<file path="src/nocRouterPort_macros.svh">
`ifndef NOC_ROUTER_PORT_MACROS_SVH
`define NOC_ROUTER_PORT_MACROS_SVH

// payload bits per flit. A head flit carries its hold budget here.
`define PAYLOAD_W 12

// entries in each input FIFO. Must be a power of two.
`define FIFO_DEPTH 16

// input channels on one output port.
`define NUM_PORTS 5

`endif

</file>
<file path="src/nocPkg.sv">
`include "nocRouterPort_macros.svh"

package nocPkg;

  typedef enum logic [1:0]
  {
    HEAD   = 2'd0,
    BODY   = 2'd1,
    TAIL   = 2'd2,
    SINGLE = 2'd3
  } flitKind_e;

  // round-robin order follows the encoding.
  typedef enum logic [2:0]
  {
    LOCAL = 3'd0,
    NORTH = 3'd1,
    EAST  = 3'd2,
    WEST  = 3'd3,
    SOUTH = 3'd4
  } portId_e;

  // a grant state encodes its channel plus one.
  typedef enum logic [2:0]
  {
    IDLE        = 3'd0,
    GRANT_LOCAL = 3'd1,
    GRANT_NORTH = 3'd2,
    GRANT_EAST  = 3'd3,
    GRANT_WEST  = 3'd4,
    GRANT_SOUTH = 3'd5
  } grantState_e;

  typedef struct packed
  {
    flitKind_e               kind;
    logic [`PAYLOAD_W-1:0] payload;
  } flit_t;

  typedef struct packed
  {
    portId_e src;
    flit_t   flit;
  } outFlit_t;

endpackage

</file>
<file path="src/inputFifo.sv">
`timescale 1ns/1ps
`include "nocRouterPort_macros.svh"

module inputFifo
(
  input  logic          clk,
  input  logic          rst,
  input  logic          inValid,
  input  nocPkg::flit_t inFlit,
  output logic          inReady,
  output logic          outValid,
  output nocPkg::flit_t outFlit,
  input  logic          pop
);

  localparam int addrW = $clog2(`FIFO_DEPTH);
  localparam int cntW = $clog2(`FIFO_DEPTH + 1);
  localparam logic [cntW-1:0] fullCount = cntW'(`FIFO_DEPTH);

  nocPkg::flit_t    mem [`FIFO_DEPTH];
  logic [addrW-1:0] wrPtr;
  logic [addrW-1:0] rdPtr;
  logic [cntW-1:0]  count;
  logic             wrEn;

  assign inReady = (count != fullCount);
  assign outValid = (count != '0);
  assign outFlit = mem[rdPtr];
  assign wrEn = inValid && inReady;

  always_ff @(posedge clk)
  begin
    if (wrEn)
    begin
      mem[wrPtr] <= inFlit;
    end
  end

  // pointers wrap on their own since the depth is a power of two.
  always_ff @(posedge clk)
  begin
    if (rst)
    begin
      wrPtr <= '0;
      rdPtr <= '0;
      count <= '0;
    end
    else
    begin
      if (wrEn)
      begin
        wrPtr <= wrPtr + 1'b1;
      end
      if (pop)
      begin
        rdPtr <= rdPtr + 1'b1;
      end
      case ({wrEn, pop})
        2'b10: count <= count + 1'b1;
        2'b01: count <= count - 1'b1;
        default: count <= count;
      endcase
    end
  end

  noPopWhenEmpty: assert property (@(posedge clk) disable iff (rst) pop |-> outValid);

  // the pointer distance always matches the occupancy, so a write never overruns the head.
  noOverflow: assert property (@(posedge clk) disable iff (rst)
    (count <= fullCount) && (addrW'(wrPtr - rdPtr) == addrW'(count)));

endmodule

</file>
<file path="src/holdTimer.sv">
`timescale 1ns/1ps
`include "nocRouterPort_macros.svh"

module holdTimer
(
  input  logic                  clk,
  input  logic                  rst,
  input  logic                  load,
  input  logic [`PAYLOAD_W-1:0] budget,
  input  logic                  step,
  input  logic                  granted,
  output logic                  timesUp
);

  logic [`PAYLOAD_W-1:0] budgetReg;
  logic [`PAYLOAD_W-1:0] budgetNext;
  logic [`PAYLOAD_W-1:0] count;
  logic [`PAYLOAD_W-1:0] countNext;

  // a loaded head counts as the first flit of its own budget.
  always_comb
  begin
    budgetNext = load ? budget : budgetReg;
    if (load)
      countNext = `PAYLOAD_W'(1);
    else if (step)
      countNext = count + 1'b1;
    else
      countNext = count;
  end

  // fires on the flit that uses up the budget, so the arbiter can move on the same edge.
  assign timesUp = step && (countNext == budgetNext);

  always_ff @(posedge clk)
  begin
    if (rst)
    begin
      budgetReg <= '0;
      count <= '0;
    end
    else
    begin
      if (load)
        budgetReg <= budget;
      // an expired window restarts, so a re-grant gets a fresh budget.
      if (!granted || timesUp)
        count <= '0;
      else
        count <= countNext;
    end
  end

  budgetNonZero: assert property (@(posedge clk) disable iff (rst) load |-> (budget != '0));

endmodule

</file>
<file path="src/outputArbiter.sv">
`timescale 1ns/1ps
`include "nocRouterPort_macros.svh"

module outputArbiter
(
  input  logic                  clk,
  input  logic                  rst,
  input  logic [`NUM_PORTS-1:0] req,
  input  logic                  accepted,
  input  nocPkg::flit_t         acceptedFlit,
  output logic                  grantValid,
  output nocPkg::portId_e       grantPort
);

  nocPkg::grantState_e   state;
  nocPkg::grantState_e   nextState;
  logic [2:0]            holderIdx;
  logic                  isHead;
  logic [`NUM_PORTS-1:0] load;
  logic [`NUM_PORTS-1:0] step;
  logic [`NUM_PORTS-1:0] granted;
  logic [`NUM_PORTS-1:0] timesUp;

  // first requesting channel at or after start, wrapping around.
  function automatic nocPkg::grantState_e pickNext(
    input logic [`NUM_PORTS-1:0] r,
    input int unsigned           start
  );
    logic        found;
    int unsigned idx;
    pickNext = nocPkg::IDLE;
    found = 1'b0;
    for (int k = 0; k < `NUM_PORTS; k++)
    begin
      idx = (start + k) % `NUM_PORTS;
      if (!found && r[idx])
      begin
        found = 1'b1;
        pickNext = nocPkg::grantState_e'(3'(idx + 1));
      end
    end
  endfunction

  assign grantValid = (state != nocPkg::IDLE);
  assign holderIdx = grantValid ? 3'(state - 3'd1) : 3'd0;
  assign grantPort = nocPkg::portId_e'(holderIdx);
  assign isHead = (acceptedFlit.kind == nocPkg::HEAD) || (acceptedFlit.kind == nocPkg::SINGLE);

  always_comb
  begin
    for (int i = 0; i < `NUM_PORTS; i++)
    begin
      granted[i] = grantValid && (holderIdx == 3'(i));
      step[i] = granted[i] && accepted;
      load[i] = step[i] && isHead;
    end
  end

  for (genvar i = 0; i < `NUM_PORTS; i++)
  begin : genTimer
    holdTimer timer
    (
      .clk     (clk),
      .rst     (rst),
      .load    (load[i]),
      .budget  (acceptedFlit.payload),
      .step    (step[i]),
      .granted (granted[i]),
      .timesUp (timesUp[i])
    );
  end

  // the holder keeps the grant while it requests and has budget left.
  always_comb
  begin
    nextState = state;
    if (state == nocPkg::IDLE)
    begin
      nextState = pickNext(req, 0);
    end
    else if (!req[holderIdx] || timesUp[holderIdx])
    begin
      nextState = pickNext(req, int'(holderIdx) + 1);
    end
  end

  always_ff @(posedge clk)
  begin
    if (rst)
      state <= nocPkg::IDLE;
    else
      state <= nextState;
  end

  grantHadRequest: assert property (@(posedge clk) disable iff (rst)
    grantValid && $changed(state) |-> |($past(req) & (`NUM_PORTS'(1) << holderIdx)));

  legalState: assert property (@(posedge clk) disable iff (rst)
    state inside {nocPkg::IDLE, nocPkg::GRANT_LOCAL, nocPkg::GRANT_NORTH,
                  nocPkg::GRANT_EAST, nocPkg::GRANT_WEST, nocPkg::GRANT_SOUTH});

endmodule

</file>
<file path="src/flitSwitch.sv">
`timescale 1ns/1ps
`include "nocRouterPort_macros.svh"

module flitSwitch
(
  input  logic                                 grantValid,
  input  nocPkg::portId_e                      grantPort,
  input  logic [`NUM_PORTS-1:0]                fifoValid,
  input  nocPkg::flit_t [`NUM_PORTS-1:0]       fifoFlit,
  output logic [`NUM_PORTS-1:0]                fifoPop,
  output logic                                 outValid,
  output nocPkg::outFlit_t                     outFlit,
  input  logic                                 outReady
);

  logic headValid;

  assign headValid = fifoValid[grantPort];

  // the head of the granted FIFO goes out tagged with its source.
  always_comb
  begin
    outFlit.src = grantPort;
    outFlit.flit = fifoFlit[grantPort];
  end

  always_comb
  begin
    fifoPop = '0;
    outValid = 1'b0;
    if (grantValid)
    begin
      outValid = headValid;
      // the head leaves its FIFO only once the output takes it.
      fifoPop[grantPort] = headValid && outReady;
    end
  end

endmodule

</file>
<file path="src/routerOutputPort.sv">
`timescale 1ns/1ps
`include "nocRouterPort_macros.svh"

module routerOutputPort
(
  input  logic                           clk,
  input  logic                           rst,
  input  logic [`NUM_PORTS-1:0]          inValid,
  input  nocPkg::flit_t [`NUM_PORTS-1:0] inFlit,
  output logic [`NUM_PORTS-1:0]          inReady,
  output logic                           outValid,
  output nocPkg::outFlit_t               outFlit,
  input  logic                           outReady
);

  logic [`NUM_PORTS-1:0]          fifoValid;
  nocPkg::flit_t [`NUM_PORTS-1:0] fifoFlit;
  logic [`NUM_PORTS-1:0]          fifoPop;
  logic                           grantValid;
  nocPkg::portId_e                grantPort;
  logic                           accepted;

  assign accepted = outValid && outReady;

  for (genvar i = 0; i < `NUM_PORTS; i++)
  begin : genFifo
    inputFifo fifo
    (
      .clk      (clk),
      .rst      (rst),
      .inValid  (inValid[i]),
      .inFlit   (inFlit[i]),
      .inReady  (inReady[i]),
      .outValid (fifoValid[i]),
      .outFlit  (fifoFlit[i]),
      .pop      (fifoPop[i])
    );
  end

  outputArbiter arbiter
  (
    .clk          (clk),
    .rst          (rst),
    .req          (fifoValid),
    .accepted     (accepted),
    .acceptedFlit (outFlit.flit),
    .grantValid   (grantValid),
    .grantPort    (grantPort)
  );

  flitSwitch switcher
  (
    .grantValid (grantValid),
    .grantPort  (grantPort),
    .fifoValid  (fifoValid),
    .fifoFlit   (fifoFlit),
    .fifoPop    (fifoPop),
    .outValid   (outValid),
    .outFlit    (outFlit),
    .outReady   (outReady)
  );

endmodule

</file>
<file path="config.mk">
export PLATFORM = sky130hd
export DESIGN_NAME = routerOutputPort
export DESIGN_NICKNAME = d
export VERILOG_FILES = /design/src/nocPkg.sv /design/src/inputFifo.sv /design/src/holdTimer.sv /design/src/outputArbiter.sv /design/src/flitSwitch.sv /design/src/routerOutputPort.sv
export VERILOG_INCLUDE_DIRS = /design/src
export SDC_FILE = /design/constraint.sdc
export NUM_CORES = 2
export LEC_CHECK = 0
export ABC_AREA = 0
export BUFFER_PORTS_ARGS = -buffer_cell sky130_fd_sc_hd__buf_2
export CAP_MARGIN = 0
export CORE_ASPECT_RATIO = 2
export CORE_UTILIZATION = 60
export DETAILED_ROUTE_END_ITERATION = 6
export PLACE_DENSITY = 0.86
export SYNTH_ARGS = -nofsm -noshare
export SYNTH_HDL_FRONTEND = slang
export SYNTH_SLANG_ARGS = --single-unit
</file>
<file path="constraint.sdc">
create_clock -name clk -period 10.65 [get_ports clk]
set_input_delay 0 -clock clk [delete_from_list [all_inputs] [get_ports clk]]
set_output_delay 0 -clock clk [all_outputs]
set_load 0.02 [all_outputs]
</file>
==> results.md <==
- Across the run, the number of max-cap violations was 0.
- The number of synthesis warnings is 0.
- In this run, CTS created clock tree buffers numbering 106.
- The largest stage delay on the critical path is 0.70 ns.
- The synthesized area divided by synthesized cell count is 15.65 um2.
- The final reports fail on design-rule violations.
- Counting along the longest clock path gives a buffer depth of 3.
- The cell row count is roughly 160.
- The cell count of the worst hold path is 2.
- The number of synthesized register bits is 1328.
- The first global-routing pass estimated 221100 um of wire.
- Clock tree synthesis found a total of 1328 sinks.
- The layout net count is 4031.
- For the pin with the worst max-slew slack, the measured transition is around 1.2 ns.
- The iteration-0 DRC count of the detailed router is about 3700.
- After clock tree synthesis, the flow added hold-fix buffers numbering 77.
- The number of vias in the routed layout is 34220.
- CTS placed an instance of sky130_fd_sc_hd__clkbuf_16 at the clock tree root.
- The floorplan step defined a core boundary enclosing 0.09390 mm2.
- Summed over all failing endpoints, the final setup total negative slack is 0 ns.
- On the final layout, the worst clock skew is between 0.04 and 0.05 ns.
- The pre-CTS worst setup slack is 2.401 ns.
- The pre-antenna-repair detailed-routing pass consisted of 7 iterations.
- Synthesis produced a netlist with a net count of roughly 3800.
- The number of antenna violations at the first check in global routing came to 11.
- The part of the cycle the worst path needs is 0.7784.
- The latest clock arrival within the worst-skew pair is 0.74 ns.
- The endpoint type of the worst setup path is a flop.
- The commonest non-fill, non-tap cell in the layout is sky130_fd_sc_hd__edfxtp_1.
- The detail-routed via count per cell is between 6 and 7.
- The analysis attributes to cell leakage a power of 20.72 nW.
- STA puts the critical path data arrival time at 8.87 ns.
- The synthesized instance count is around 3600.
- The hold violation count in the final report is 0.
- The remaining antenna violation count is 0.
- IR analysis of the VDD net gives a maximum drop of around 0.13 mV.
- For this design the ratio of total power to cell area is 209.9 mW/mm2.
- The HPWL after detailed placement is 97460 um.
- After detailed routing, the number of remaining DRC violations is 16.
- The filler-free cell count of the finished design is 5159.
- Setup slack on the critical path of the routed design comes to 2.360 ns.
- The data required time of the critical path is 11.23 ns.
- The area growth from synthesis to layout is 11.69%.
- The run finished, with violations left.
- The path with the worst hold slack has its endpoint at genFifo[4].fifo.mem[6][8].
- The number of levels the H-tree was split into is 3.
- The residual overflow from global routing is 0.
- The die is 437.6 um tall.
- The launching element type of the critical path is a flop.
- Derived from the worst setup path, the maximum achievable clock frequency is 0.1206 GHz.
- By instance count, the cell type seen most on the critical path is sky130_fd_sc_hd__ha_1.
- Yosys mapped a number of flops with a built-in enable equal to roughly 1100.
- The leading register cell type out of synthesis is sky130_fd_sc_hd__edfxtp_1.
- The count of different cell masters after synthesis is 101.
- Along the worst path, the maximum fanout reaches 21.
- The final layout contains routed wiring with a total length of around 150000 um.
- The async set or reset register ratio after synthesis is 0.
- Setup repair after global routing left no endpoint under its margin.
- The number of buffer cells added on primary ports is 100.
- The register-to-register setup slack is 2.36 ns.
- The clock period minus worst slack is 8.290 ns.
- After detailed routing, the average wire length per cell comes to 29.23 um.
- The classification of the worst setup path is reg2reg.
- The CTS tree is built.
- The sequential-to-total area share from yosys stat is 0.6638.
- In the global route stage, overall resource usage came out at 0.3186.
- The quantity of gates resized following cts is 0.
- The fraction of final layout cells sized beyond drive strength 1 is 0.1865.
- Once placement completed, the tool counted placed cells totaling roughly 4900.
- The startpoint of the lowest-slack hold path is inFlit[64].
- In this run the worst hold path is classified as in2reg.
- The die is 219.8 um wide.
- The reg-to-reg startpoint is arbiter.state[0].
- The final weighted congestion in routability-driven placement is 0.9419.
- For this design, the slowest cell found on the critical path is sky130_fd_sc_hd__ha_1.
- The final-report setup violation count is 0.
- The headroom to the max-slew limit is 0.2200.
- The full die area is 0.09620 mm2.
- Counting cells, the worst reg-to-reg path comes to 30.
- The top-level I/O count is 101.
- The post-CTS clock slew at the launch and capture registers of the worst setup and hold paths is 0.07 ns.
- The post-synthesis instance area is roughly 0.057 mm2.
- The overall power is 13.35 mW.
- The via count of the first global-routing pass is 35320.
- The starting density of the core is 0.6063.
- The largest net degree at the start of global routing is 60.
- The number of setup buffers added after CTS is 0.
- In this run the critical register-to-register path is captured at arbiter.state[0].
- In the layout the commonest cells are sky130_fd_sc_hd__edfxtp_1, sky130_fd_sc_hd__nor2_1, sky130_fd_sc_hd__mux4_2.
- The total count of max-transition violations in the final report is 0.
-- Yosys cell counts, types with 10 or more instances --
cell / n / share of area
sky130_fd_sc_hd__a211oi_1: 40 / 0.0053
sky130_fd_sc_hd__a21o_1: 19 / 0.0025
sky130_fd_sc_hd__a21oi_1: 103 / 0.0091
sky130_fd_sc_hd__a22oi_1: 42 / 0.0055
sky130_fd_sc_hd__a31oi_1: 13 / 0.0014
sky130_fd_sc_hd__and2_1: 20 / 0.0022
sky130_fd_sc_hd__and3_1: 30 / 0.0033
sky130_fd_sc_hd__buf_1: 21 / 0.0014
sky130_fd_sc_hd__buf_2: 64 / 0.0056
sky130_fd_sc_hd__buf_4: 14 / 0.0018
sky130_fd_sc_hd__clkbuf_1: 92 / 0.0061
sky130_fd_sc_hd__dfxtp_1: 208 / 0.073
sky130_fd_sc_hd__edfxtp_1: 1120 / 0.59
sky130_fd_sc_hd__ha_1: 89 / 0.020
sky130_fd_sc_hd__inv_1: 64 / 0.0042
sky130_fd_sc_hd__mux2_2: 30 / 0.0059
sky130_fd_sc_hd__mux2i_1: 208 / 0.037
sky130_fd_sc_hd__mux4_2: 243 / 0.096
sky130_fd_sc_hd__nand2_1: 128 / 0.0084
sky130_fd_sc_hd__nand2b_1: 33 / 0.0036
sky130_fd_sc_hd__nand3_1: 66 / 0.0058
sky130_fd_sc_hd__nand4_1: 39 / 0.0043
sky130_fd_sc_hd__nor2_1: 340 / 0.022
sky130_fd_sc_hd__nor2b_1: 51 / 0.0056
sky130_fd_sc_hd__nor3_1: 62 / 0.0054
sky130_fd_sc_hd__nor4_1: 27 / 0.0030
sky130_fd_sc_hd__o2111ai_1: 10 / 0.0015
sky130_fd_sc_hd__o211ai_1: 12 / 0.0016
sky130_fd_sc_hd__o21ai_0: 46 / 0.0040
sky130_fd_sc_hd__o22ai_1: 22 / 0.0024
sky130_fd_sc_hd__or3_1: 21 / 0.0023
sky130_fd_sc_hd__or4_1: 12 / 0.0016
sky130_fd_sc_hd__xnor2_1: 86 / 0.013
sky130_fd_sc_hd__xor2_1: 78 / 0.012
-- registers in the layout (all words and copies together) (netlist names), named ones only --
register,flops
genFifo.fifo.mem,1120
arbiter.genTimer.timer.count,60
genFifo.fifo.rdPtr,20
arbiter.state,3
genFifo.fifo.wrPtr,20
genFifo.fifo.count,25
arbiter.genTimer.timer.budgetReg,60
-- cell type report --
| class | count | area, um2 |
|---|---|---|
| sequential | 1328 | 37820 |
| fill | 5972 | 30310 |
| multi-input combinational | 2047 | 18120 |
| clock buffer | 118 | 2718 |
| timing repair buffer | 305 | 2235 |
| tap | 1207 | 1510 |
| clock inverter | 77 | 903.4 |
| inverter | 71 | 266.5 |
| antenna | 6 | 15.01 |
-- metal layers --
layer / vias up / routed length [um] / GRT usage
li1: 14560 / - / -
met1: 16960 / 47880 / 0.3398
met2: 2018 / 77780 / 0.5524
met3: 668 / 12120 / 0.06090
met4: 10 / 12960 / 0.2386
met5: - / 63 / 0
-- through the flow --
stage / instance area [um2] / utilization / hold slack (ns)
final: 63590 / 0.6772 / 0.1760
after global routing: 63590 / 0.6772 / 0.1889
after CTS: 63580 / 0.6771 / 0.1420
after detailed placement: 59190 / 0.6303 / 0.3788
after global placement: 59190 / 0.6303 / 0.3617
after floorplan: 56940 / - / 0.09887
-- worst max-delay path, delay by kind of cell (launching register included) --
kind            cells  cell delay [ns]
flops               1             0.31
simple gates        7             1.08
buf+inv             4             0.88
fa+ha+maj           6             2.27
mux                 1             0.44
compound gates     12             3.15
-- power by group --
group	internal [mW]	total, mW	switching, mW
Sequential	5.73	5.80	0.0688
Clock	2.27	4.15	1.88
Combinational	1.12	3.40	2.27
-- worst max path at each step --
stage                                start  cells past startpoint               end
after floorplan           arbiter.state[1]                     35  arbiter.state[2]
after detailed placement  arbiter.state[0]                     29  arbiter.state[0]
after CTS                 arbiter.state[0]                     29  arbiter.state[0]
final                     arbiter.state[0]                     30  arbiter.state[0]
after global routing      arbiter.state[1]                     29  arbiter.state[0]
after global placement    arbiter.state[0]                     29  arbiter.state[0]
-- kinds of logic after synthesis --
family	share of synthesized area
DFF	0.6638
and+or+nand+nor	0.07597
muxes	0.1388
AOI/OAI and AO/OA	0.05125
buffers and inverters	0.02000
xor gates and xnor gates	0.02881
adders and majority gates	0.02132
No activity file was read; power rests on OpenSTA's default activity.
